File: src/cortex_pkg.sv
// Shared constants for the audio analysis engine
// Referenced by scoped names from the RTL and the testbench
`default_nettype none

package cortex_pkg;

  // Local bus children, by block field of the address
  localparam int RST_BLK         = 0;
  localparam int CAPTURE_BLK     = 1;
  localparam int ENERGY_BLK      = 2;
  localparam int NUM_LB_CHILDREN = 3;

  // Bit 0 capture, bit 1 energy
  localparam int NUM_SOFT_RESETS = 2;

  // Register offsets inside each child
  localparam int REG_RST_VEC       = 0;
  localparam int REG_CAP_CTRL      = 0;
  localparam int REG_CAP_COUNT     = 1;
  localparam int REG_CAP_DROPS     = 2;
  localparam int REG_ENERGY_SUM    = 0;
  localparam int REG_ENERGY_FRAMES = 1;

  // Signed PCM sample
  localparam int PCM_SAMPLE_W = 16;

  // Read value for holes in the map
  localparam logic [31:0] DEFAULT_DATA_VAL = 32'hdeadbabe;

endpackage

`default_nettype wire

File: src/pcm_energy.sv
// PCM frame energy consumer
// Streams each full frame out of the buffer and sums sample magnitudes
// Result and frame count are readable over the local bus
`timescale 1ns/1ps
`default_nettype none

module pcm_energy #(
  parameter int LB_DATA_W       = 32,
  parameter int LB_ADDR_W       = 16,
  parameter int LB_ADDR_BLK_W   = 4,
  parameter int NUM_AUD_SAMPLES = 128
) (
  input  wire                                        clk,
  input  wire                                        rst_n,
  input  wire                                        lb_wr_en,
  input  wire                                        lb_rd_en,
  input  wire  [LB_ADDR_W-LB_ADDR_BLK_W-1:0]         lb_addr,
  input  wire  [LB_DATA_W-1:0]                       lb_wr_data,
  output logic                                       lb_wr_valid,
  output logic                                       lb_rd_valid,
  output logic [LB_DATA_W-1:0]                       lb_rd_data,
  input  wire                                        pcm_rdy,
  output logic                                       pcm_rden,
  output logic [$clog2(NUM_AUD_SAMPLES)-1:0]         pcm_addr,
  input  wire                                        pcm_rd_valid,
  input  wire  signed [cortex_pkg::PCM_SAMPLE_W-1:0] pcm_rdata,
  output logic                                       pcm_done
);

  localparam int                SMP_W    = cortex_pkg::PCM_SAMPLE_W;
  localparam int                IDX_W    = $clog2(NUM_AUD_SAMPLES);
  localparam logic [IDX_W-1:0] LAST_IDX = IDX_W'(NUM_AUD_SAMPLES - 1);

  typedef enum logic [1:0] {
    ST_IDLE,
    ST_ISSUE,
    ST_DRAIN,
    ST_DONE
  } state_t;

  state_t               state;
  logic [IDX_W-1:0]     rx_cnt;
  logic [LB_DATA_W-1:0] acc;
  logic [LB_DATA_W-1:0] energy_sum;
  logic [LB_DATA_W-1:0] frame_count;
  logic signed [SMP_W:0] smp_ext;
  logic [SMP_W:0]       smp_mag;

  // One extra bit holds the magnitude of the most negative sample
  assign smp_ext = pcm_rdata;
  assign smp_mag = smp_ext[SMP_W] ? (SMP_W+1)'(-smp_ext) : (SMP_W+1)'(smp_ext);

  always_ff @(posedge clk) begin
    if (!rst_n) begin
      state       <= ST_IDLE;
      pcm_rden    <= 1'b0;
      pcm_addr    <= '0;
      pcm_done    <= 1'b0;
      rx_cnt      <= '0;
      acc         <= '0;
      energy_sum  <= '0;
      frame_count <= '0;
    end else begin
      pcm_done <= 1'b0;

      // Returns overlap the issue phase
      if (pcm_rd_valid) begin
        acc    <= acc + LB_DATA_W'(smp_mag);
        rx_cnt <= rx_cnt + 1'b1;
      end

      case (state)
        ST_IDLE: begin
          // Wait out the done pulse since the bank is freed a cycle later
          if (pcm_rdy && !pcm_done) begin
            state    <= ST_ISSUE;
            pcm_rden <= 1'b1;
            pcm_addr <= '0;
            rx_cnt   <= '0;
            acc      <= '0;
          end
        end
        ST_ISSUE: begin
          // One read per cycle
          pcm_addr <= pcm_addr + 1'b1;
          if (pcm_addr == LAST_IDX) begin
            pcm_rden <= 1'b0;
            state    <= ST_DRAIN;
          end
        end
        ST_DRAIN: begin
          if (pcm_rd_valid && (rx_cnt == LAST_IDX)) begin
            state <= ST_DONE;
          end
        end
        default: begin
          // Publish and hand the bank back
          energy_sum  <= acc;
          frame_count <= frame_count + 1'b1;
          pcm_done    <= 1'b1;
          state       <= ST_IDLE;
        end
      endcase
    end
  end

  // Bus side with both registers read only
  always_ff @(posedge clk) begin
    if (!rst_n) begin
      lb_wr_valid <= 1'b0;
      lb_rd_valid <= 1'b0;
      lb_rd_data  <= '0;
    end else begin
      // Write data has nowhere to go
      lb_wr_valid <= lb_wr_en;
      lb_rd_valid <= lb_rd_en;
      case (lb_addr)
        cortex_pkg::REG_ENERGY_SUM:    lb_rd_data <= energy_sum;
        cortex_pkg::REG_ENERGY_FRAMES: lb_rd_data <= frame_count;
        default: lb_rd_data <= LB_DATA_W'(cortex_pkg::DEFAULT_DATA_VAL);
      endcase
    end
  end

endmodule

`default_nettype wire

File: config.mk
export PLATFORM = sky130hd
export DESIGN_NAME = pcm_energy
export DESIGN_NICKNAME = d
export VERILOG_FILES = /design/src/cortex_pkg.sv /design/src/pcm_energy.sv
export SDC_FILE = /design/constraint.sdc
export NUM_CORES = 1
export LEC_CHECK = 0
export ABC_CLOCK_PERIOD_IN_PS = 7000
export BUFFER_PORTS_ARGS = -buffer_cell sky130_fd_sc_hd__buf_2
export CAP_MARGIN = 25
export CORE_MARGIN = 10
export CORE_UTILIZATION = 33
export DETAILED_ROUTE_END_ITERATION = 10
export PLACE_DENSITY = 0.5
export SLEW_MARGIN = 40
export SYNTH_ARGS = -nofsm -noshare
export SYNTH_HDL_FRONTEND = slang
export SYNTH_SLANG_ARGS = --single-unit
File: constraint.sdc
create_clock -name clk -period 7 [get_ports clk]
set_input_delay 1.4 -clock clk [delete_from_list [all_inputs] [get_ports clk]]
set_output_delay 1.4 -clock clk [all_outputs]
set_load 0.005 [all_outputs]
**Word-level counts from Yosys, hierarchy flattened**

Index checks and enable logic that the tools add are counted.

- Bits in registers: 148
- Bits of input ports: 66
- Output and inout port bits: 43
- Word-level logic and storage cells: 52

- Add/subtract/negate cells: 5
- Eq/ne operators: 8
- Mux-type cells: 18
- Reduce and logical (&&, ||, !) cells: 10

Operators by type and width:

| operator | count |
|---|---|
| 32-bit 2-to-1 mux | 3 |
| 32-bit one-hot mux with 2 select lines | 1 |
| 32-bit by 1-bit adder with 32-bit output, second input constant | 1 |
| 32-bit by 17-bit adder with 32-bit output | 1 |
| 7-bit 2-to-1 mux | 4 |
| 17-bit 2-to-1 mux | 1 |
| 16-bit negator with 17-bit output | 1 |
| 7-bit by 1-bit adder with 7-bit output, second input constant | 2 |
| 7-bit == test, second input constant | 2 |
| 7-bit one-hot mux with 2 select lines | 1 |
| 12-bit by 1-bit == test with 1-bit output, second input constant | 1 |
| 12-bit zero test | 1 |
| 2-bit 2-to-1 mux | 3 |
| 2-bit != test, second input constant | 3 |
| 2-bit one-hot mux with 3 select lines | 1 |
| 3-bit AND reduction | 2 |
| 1-bit 2-to-1 mux | 3 |
| 3-bit OR reduction | 1 |
| 2-bit by 1-bit == test with 1-bit output, second input constant | 1 |
| 2-bit == test, second input constant | 1 |
| 1-bit logical AND | 2 |
| 2-bit zero test | 1 |
| 1-bit one-hot mux with 2 select lines | 1 |
| 2-bit AND reduction | 1 |
| 2 further kinds | 2 |

**Depth between registers and ports, before layout**

Gate-level depths: netlist (run 1).

- Depth after elaboration: 6
- Mapped depth: 16
- Gate-level depth less buffers: 15

**Worst setup path after synthesis (run 1)**

OpenSTA, ideal clock, no wires.

- Path kind: input to register
- From: input pcm_rdata[1] in the netlist's numbering
- To: register acc[30]
- Setup time: 0.071 ns
- Data arrival time: 4.132 ns
- Data required time: 6.929 ns
- Setup slack: 2.798 ns
- Cell stages on the path: 14
- Buffers on the path: 0
- Cells stage by stage: inv_1 > ha_1 > nand2_1 > or3_1 > o31ai_1 > xnor2_1 > ha_1 > and4_1 > and3_1 > a21boi_1 > o311ai_1 > a31oi_2 > a31o_2 > a21oi_1

- Longest elaborated chain between the ends: 6

Ends and longest elaborated chain:

| item | line | RTL |
|---|---|---|
| start: declaration | pcm_energy.sv:26 | `input wire signed [cortex_pkg::PCM_SAMPLE_W-1:0] pcm_rdata,` |
| 16-bit negator with 17-bit output | pcm_energy.sv:51 | `assign smp_mag = smp_ext[SMP_W] ? (SMP_W+1)'(-smp_ext) : (SMP_W+1)'(smp_ext);` |
| 17-bit 2-to-1 mux * | pcm_energy.sv:51 |  |
| 32-bit by 17-bit adder with 32-bit output * | pcm_energy.sv:68 | `acc <= acc + LB_DATA_W'(smp_mag);` |
| 32-bit 2-to-1 mux * | pcm_energy.sv:67 | `if (pcm_rd_valid) begin` |
| 32-bit 2-to-1 mux | pcm_energy.sv:75 | `if (pcm_rdy && !pcm_done) begin` |
| 32-bit 2-to-1 mux * | pcm_energy.sv:72 | `case (state)` |
| end signal: assignment | pcm_energy.sv:68 |  |
| end: declaration | pcm_energy.sv:43 | `logic [LB_DATA_W-1:0] acc;` |

Every way passes the cells marked *; elsewhere a longest branch is shown, timed or not.
A chain may end at the register's enable or synchronous reset.

**Worst setup path in the final report (run 1)**

- From: input pcm_rdata[0] in the netlist's numbering
- To: register acc[18]

Same word-level chain as after synthesis.

==> results of run 1 <==
==> final timing paths <==
| kind | startpoint | endpoint | slack (ps) | depth (start not counted) |
|---|---|---|---|---|
| worst max register to register | acc[0] | acc[18] | 4190 | 10 |
| worst max-delay path | pcm_rdata[0] | acc[18] | 2670 | 15 |
| worst min-delay path | energy_sum[0] | lb_rd_data[0] | 510 | 2 |
| worst min register to register | energy_sum[0] | lb_rd_data[0] | 510 | 2 |
==> per-layer routing <==
layer	track usage, %	vias to the layer above	routed length (um)
met5	0	-	0
met4	4.28	0	255
met3	3.03	21	726
met2	16.0	86	6410
met1	17.3	2453	9130
li1	-	2890	-
==> worst max-delay path: cells and delay by family <==
kind	cells	cell delay, ps
fa+ha+maj	2	550
compound gates	6	1570
buf+inv	2	190
xor+xnor	1	110
simple gates	4	840
==> flip-flops by register name, indices dropped and copies added (netlist names), 2 cells and up <==
| register | count |
|---|---|
| state | 2 |
| rx_cnt | 7 |
| lb_rd_data | 32 |
| frame_count | 32 |
| acc | 32 |
| pcm_addr | 7 |
| energy_sum | 32 |
==> Yosys cell counts (all sizes together), types with 24 or more instances <==
cell and n:
nand2 54, nor2b 42, dfxtp 148, xnor2 46, nor2 61, clkbuf 24
o21ai 24, a21boi 30, and2 32, ha 25, nand3 28, mux2i 77
==> report_power, final <==
group | total, W | switching, W | internal [W] | leakage (nW)
Sequential | 0.000917 | 0.0000368 | 0.000881 | 1.20
Combinational | 0.000379 | 0.000221 | 0.000157 | 1.85
Clock | 0.000837 | 0.000371 | 0.000466 | 0.257
Total | 0.00213 | 0.000629 | 0.00150 | 3.31
==> layout by cell type (no fill, tap or decap), drive strengths merged, types with 7 or more instances in the layout <==
cell type,instances
nor2,61
nand4,16
clkbuf,19
nor3,7
nand2,54
and3,13
nand3,28
nor2b,42
nand2b,9
or3,12
xor2,19
xnor2,46
dfxtp,148
o21ai,24
buf,80
ha,25
inv,23
and2,32
a21o,10
a21oi,22
a21boi,30
mux2i,77
==> stage by stage <==
stage | utilization [%] | setup WS, ps | hold WS (ps) | std cells
after global routing | 38.8 | 2310 | 544 | 1148
after detailed placement | 36.3 | 2190 | 500 | 1116
after CTS | 38.8 | 2640 | 515 | 1148
after floorplan | - | 2800 | 453 | 792
after global placement | 36.3 | 2210 | 489 | 1116
final | 38.8 | 2670 | 507 | 1148
==> logic make-up (layout without fill, tap and decap cells) <==
group	Yosys count	in the layout	synth area share, %
compound gates	132	132	12.3
xor+xnor	65	65	7.83
fa+ha+maj	26	26	4.58
buf+inv	55	131	3.05
flops	148	148	40.8
mux	77	77	10.6
other cells	1	1	0.0516
simple gates	288	288	20.8
==> cell type report <==
| cell class | instances | area [um2] | area share, % |
|---|---|---|---|
| Multi-Input combinational cell | 589 | 4090 | 48.5 |
| Sequential cell | 148 | 2960 | 35.1 |
| Clock buffer | 19 | 443 | 5.25 |
| Timing Repair Buffer | 80 | 413 | 4.90 |
| Tap cell | 280 | 350 | 4.15 |
| Clock inverter | 13 | 101 | 1.20 |
| Inverter | 19 | 71.3 | 0.846 |
==> qor.yml, run 1 <==
setup_viol: 0
slew_violations: 0
synth_top_area_cell: "dfxtp_1"
drt.antenna.violating_nets: 0
ys_seq_area_share_pct: 40.8
first_iter_violations: 236
finalCritPeriodShare_pct: 61.9
drt_pass1_iterations: 4
cp-start-kind: "primary input"
rsz0062_at_grt: "false"
grt_overflow: 0
crit_arrival_ps: 4660
cts_htree_levels: 4
path_cells: "buf_2 > inv_1 > ha_1 > nand2_1 > or3_1 > o31ai_1 > xnor2_1 > ha_1 > and4_1 > and3_1 > a21boi_1 > o311ai_1 > a31oi_2 > a31oi_1 > a41o_1"
nFillCells: 2224
cp_slowest_cell: "a31oi_2"
fin_setup_tns_ps: 0
layout-drive-gt1-share_pct: 15.0
via_per_inst: 4.75
status: "finished clean"
design_area_um2: 8430
synthArstFlopShare_pct: 0
die_y_um: 168
path_clk_slew_ps: 60
area_growth_pct: 16.0
top_level_ports: 109
hold_viol: 0
place_area_um2: 7890
synthesis.instances: 792
wirelength_um: 16500
synth_area_leaders: "dfxtp_1 41%, mux2i_1 11%, xnor2_1 5.5%"
rows: 54
endpoint_kind: "flop"
post_cts_resized: 0
fp.dieW_um: 168
ys_ff_latch: 148
p_leak_nw: 3.31
grt_antenna_before_repair: 0
numCtsBuffers: 17
synth_top_flop_cell: "dfxtp_1"
netlist.area_leader.share_pct: 40.8
power_density_nw_per_um2: 253
cts_sinks: 148
synth.cell_area_um2: 7270
post_cts_buffers: 0
initial_utilization_pct: 33.4
ys_types: 55
finalWeightedCongestion: 0.781
vias: 5450
core_um2: 21800
path_max_fanout: 10
max_slew_margin_pct: 58.1
grt_pass1_vias: 5302
fin_total_pwr_w: 0.00213
maxCapViolCount: 0
synth-edff-count: 0
wl_per_cell_um: 14.4
peakVddDrop_mv: 0.162
clock_latency_ps: 430
fin_nets: 947
synth_warnings: 0
worstMarginPinSlew_ps: 623
grt_start_max_net_pins: 68
place_hpwl_um: 12100
grt_pass1_wl_um: 27600
track_usage_pct: 11.8
syn_avg_cell_area_um2: 9.18
crit_required_ps: 7320
period_needed_ps: 4330
worstHoldPathType: "reg2reg"
io_buffers: 76
diodes: 0
max_freq_mhz: 231
cts_tree: "built"
synth_nets: 884
die_area_um2: 28400
path_class: "in2reg"
fin_skew_ps: 10.1
drc_errors: 0
clock_tree.buffer_depth: 2
root_buffer: "clkbuf_16"
cp_slowest_stage_delay_ps: 530
cpMostUsedCell: "ha_1"
postCtsHoldBufs: 0
No activity file was read; power rests on OpenSTA's default activity.
==> run 2: changes to the inputs <==
--- a/config.mk
+++ b/config.mk
@@ -5,7 +5,7 @@
 export SDC_FILE = /design/constraint.sdc
 export NUM_CORES = 1
 export LEC_CHECK = 0
-export ABC_CLOCK_PERIOD_IN_PS = 7000
+export ABC_CLOCK_PERIOD_IN_PS = 4050
 export BUFFER_PORTS_ARGS = -buffer_cell sky130_fd_sc_hd__buf_2
 export CAP_MARGIN = 25
 export CORE_MARGIN = 10
==> constraint.sdc (replaced) <==
create_clock -name clk -period 4.05 [get_ports clk]
set_input_delay 0.81 -clock clk [delete_from_list [all_inputs] [get_ports clk]]
set_output_delay 0.81 -clock clk [all_outputs]
set_load 0.005 [all_outputs]
==> run 2 against run 1 <==
Total power grew 91%; highest routed layer unchanged; die area unchanged; routed wire length is 2.9% higher; register-to-register slack lost 3000 ps.
==> qor.yml, run 2 (same netlist as run 1, synthesis figures left out) <==
status: "finished clean"
post_cts_resized: 0
first_iter_violations: 270
grt_start_max_net_pins: 51
track_usage_pct: 11.9
numCtsBuffers: 17
grt_antenna_before_repair: 0
clock_latency_ps: 410
peakVddDrop_mv: 0.262
cts_tree: "built"
layout_commonest_cell: "dfxtp_1"
grt_pass1_vias: 5367
via_per_inst: 4.73
core_um2: 21800
fin_setup_tns_ps: 0
endpoint_kind: "flop"
drt.antenna.violating_nets: 0
diodes: 0
root_buffer: "clkbuf_16"
drt_pass1_iterations: 4
path_max_fanout: 10
layout_common_cells: "148 x dfxtp_1, 77 x mux2i_1, 75 x buf_2, 61 x nor2_1, 54 x nand2_1"
top_level_ports: 109
nFillCells: 2222
worstMarginPinSlew_ps: 637
place_hpwl_um: 12500
crit_arrival_ps: 3960
cts_sinks: 148
die_area_um2: 28400
max_freq_mhz: 273
finalCritPeriodShare_pct: 90.4
final_util_pct: 39.8
fin_nets: 960
clock_tree.buffer_depth: 2
wirelength_um: 17000
maxCapViolCount: 0
power_density_nw_per_um2: 470
post_cts_buffers: 0
final_cells: 1159
grt_pass1_wl_um: 28000
wl_per_cell_um: 14.7
initial_utilization_pct: 33.4
setup_viol: 0
drc_errors: 0
area_growth_pct: 19.2
p_leak_nw: 3.46
path_class: "in2reg"
dp.cells: 1129
vias: 5481
period_needed_ps: 3660
max_slew_margin_pct: 57.1
crit_required_ps: 4350
fin_skew_ps: 8.67
cts_htree_levels: 4
grt_overflow: 0
rsz0062_at_grt: "false"
postCtsHoldBufs: 0
path_clk_slew_ps: 60
fp.dieW_um: 168
rows: 54
finalWeightedCongestion: 0.774
layout-drive-gt1-share_pct: 16.2
cp-start-kind: "primary input"
die_y_um: 168
slew_violations: 0
worstHoldPathType: "reg2reg"
io_buffers: 76
hold_viol: 0
## run 2: final timing paths
check	from	to	slack, ps	cells past startpoint
max	pcm_rdata[1]	acc[18]	390	15
min	frame_count[16]	frame_count[16]	510	2
min reg2reg	frame_count[16]	frame_count[16]	510	2
max reg2reg	acc[0]	acc[18]	1180	10
## run 2: critical path, stage by stage
cell and delay, ps:
buf_2 110, inv_1 60, ha_1 160, nand2_1 60, or3_1 350, o31ai_1 250, xnor2_1 110, ha_1 290
and4_1 220, and3_1 160, a21boi_1 230, o311ai_1 180, a31oi_2 570, a31oi_1 160, a41o_1 230
## run 2: per-stage QoR
step,setup WS (ps),power [W],area (um2),hold slack (ps)
floorplan,438,0.00210,7270,453
global placement,-9.55,0.00231,7990,498
detailed placement,-22.5,0.00231,7990,502
CTS,381,0.00413,8670,513
global route,131,0.00428,8670,537
finish,389,0.00407,8670,513
## run 2: layer usage
layer  vias to the layer above  track usage [%]  wire length [um]
li1                       2908                -                 -
met1                      2493             17.3              9490
met2                        73             16.7              6810
met3                         7             3.03               546
met4                         0             3.82               144
met5                         -                0                 0
## run 2: power by group
group	internal, W	total [W]	switching [W]	leakage, nW
logic	0.000293	0.000687	0.000393	1.92
registers	0.00152	0.00159	0.0000643	1.20
clock network	0.00121	0.00180	0.000588	0.335
total	0.00303	0.00407	0.00105	3.46
## run 2: cell type report
| cell class | count | area [um2] | area share [%] |
|---|---|---|---|
| multi-input cells | 589 | 4090 | 47.2 |
| flip-flops and latches | 148 | 2960 | 34.2 |
| repair buffers | 93 | 510 | 5.89 |
| clock buffers | 21 | 480 | 5.54 |
| well taps | 280 | 350 | 4.04 |
| clock inverters | 9 | 199 | 2.30 |
| inverters | 19 | 71.3 | 0.823 |
==> run 3: changes to the inputs <==
--- a/config.mk
+++ b/config.mk
@@ -5,12 +5,13 @@
 export SDC_FILE = /design/constraint.sdc
 export NUM_CORES = 1
 export LEC_CHECK = 0
-export ABC_CLOCK_PERIOD_IN_PS = 4050
-export BUFFER_PORTS_ARGS = -buffer_cell sky130_fd_sc_hd__buf_2
+export ABC_CLOCK_PERIOD_IN_PS = 3600
+export BUFFER_PORTS_ARGS = -buffer_cell sky130_fd_sc_hd__buf_4
 export CAP_MARGIN = 25
 export CORE_MARGIN = 10
 export CORE_UTILIZATION = 33
 export DETAILED_ROUTE_END_ITERATION = 10
+export GPL_ROUTABILITY_DRIVEN = 0
 export PLACE_DENSITY = 0.5
 export SLEW_MARGIN = 40
 export SYNTH_ARGS = -nofsm -noshare
==> constraint.sdc (replaced) <==
create_clock -name clk -period 3.6 [get_ports clk]
set_input_delay 0.72 -clock clk [delete_from_list [all_inputs] [get_ports clk]]
set_output_delay 0.72 -clock clk [all_outputs]
set_load 0.005 [all_outputs]
==> run 3 against run 2 <==
Flip-flop and latch count is the same; sequential share of layout area shrank 1.4 points; clock skew grew 4.3 ps; total power grew 8.8%; critical path depth grew 1; highest routed layer unchanged.
==> qor.yml, run 3 (same netlist as run 1, synthesis figures left out) <==
power_density_nw_per_um2: 490
grt_antenna_before_repair: 0
top_level_ports: 109
critPathLaunch: "pcm_rdata[1]"
path_class: "in2reg"
wirelength_um: 17200
routed-wl-met2_um: 7020
path_clk_slew_ps: 60
final_util_pct: 41.6
fin_skew_ps: 13.0
cts_tree: "built"
cts_sinks: 148
max_freq_mhz: 301
numCtsBuffers: 17
postCtsHoldBufs: 0
max_slew_margin_pct: 49.3
grt_pass1_vias: 5411
rsz0062_at_grt: "false"
r2r_start: "acc[0]"
fin_setup_tns_ps: 0
setup_viol: 0
peakVddDrop_mv: 0.318
nFillCells: 2218
area_growth_pct: 24.5
initial_utilization_pct: 33.4
via_per_inst: 4.68
first_iter_violations: 215
grt_overflow: 0
period_needed_ps: 3320
core_um2: 21800
drt-met1-wl_um: 9390
layout-drive-gt1-share_pct: 20.0
status: "finished clean"
endpoint_kind: "flop"
drt.antenna.violating_nets: 0
cp_slowest_stage_delay_ps: 340
dp.cells: 1159
grt_pass1_wl_um: 28300
crit_required_ps: 3960
hold_viol: 0
root_buffer: "clkbuf_16"
drc_errors: 0
p_leak_nw: 3.60
cp_slowest_cell: "or3_4"
diodes: 0
crit_arrival_ps: 3680
layout_commonest_cell: "dfxtp_1"
whs_ps: 512
slew_violations: 0
fin_total_pwr_w: 0.00443
path_max_fanout: 10
wl_per_cell_um: 14.4
layout_common_cells: "148 x dfxtp_1, 124 x buf_4, 77 x mux2i_1, 61 x nor2_1, 54 x nand2_1"
fp.dieW_um: 168
cts_htree_levels: 4
wl_met3_um: 592
top_layer_used: "met4"
hp-start: "frame_count[16]"
io_buffers: 76
fin_nets: 991
die_area_um2: 28400
final_cells: 1191
vias: 5576
drt_pass1_iterations: 4
cp-start-kind: "primary input"
worstHoldPathType: "reg2reg"
track_usage_pct: 12.1
worstMarginPinSlew_ps: 761
clock_tree.buffer_depth: 2
place_hpwl_um: 12700
clock_latency_ps: 420
path_cells: "buf_4 > inv_1 > ha_1 > nand2_1 > or3_4 > o31ai_1 > xnor2_1 > ha_1 > and4_1 > and3_1 > a21boi_2 > o311ai_1 > buf_4 > a31oi_4 > a31o_2 > a21oi_1"
die_y_um: 168
rows: 54
finalCritPeriodShare_pct: 92.3
grt_start_max_net_pins: 95
maxCapViolCount: 0
[run 3: layer usage]
layer	vias up	track usage [%]
met1	2514	17.5
met4	0	3.90
met5	-	0
li1	2982	-
met3	10	2.47
met2	70	17.3
[run 3: timing repair]
item,CTS,global route
setup buffers,0,1
gates resized for setup,0,11
endpoints found under the setup margin,0,15
[run 3: worst max-delay path: cells and delay by family]
family,cells,cell delay (ps)
AO/OA/AOI/OAI,6,1240
buffers and inverters,3,340
AND/OR/NAND/NOR,4,800
adder cells (fa/ha/maj),2,420
XOR/XNOR,1,160
[run 3: where the power goes]
part / switching (W) / internal, W
Sequential: 0.0000750 / 0.00171
Clock: 0.000691 / 0.00108
Combinational: 0.000460 / 0.000409
Total: 0.00123 / 0.00321
[run 3: layout make-up]
type,count,area (um2),area share (%)
Tap cell,280,350,3.87
Clock buffer,18,429,4.74
Sequential cell,148,2960,32.7
Inverter,19,71.3,0.788
Timing Repair Buffer,124,931,10.3
Multi-Input combinational cell,589,4140,45.8
Clock inverter,13,161,1.78
[run 3: path summary, 6_finish.rpt]
check             slack, ps              end  cells past startpoint
hold reg to reg         510  frame_count[16]                      2
setup / recovery        280          acc[30]                     16
hold / removal          510  frame_count[16]                      2
setup reg to reg       1020          acc[18]                     11
[run 3: metrics by stage]
stage / cell area (um2) / setup WS [ps]
final: 9050 / 277
after global routing: 9050 / 24.3
after CTS: 8990 / 34.5
after detailed placement: 8400 / -406
after global placement: 8400 / -375
after floorplan: 7270 / 77.6
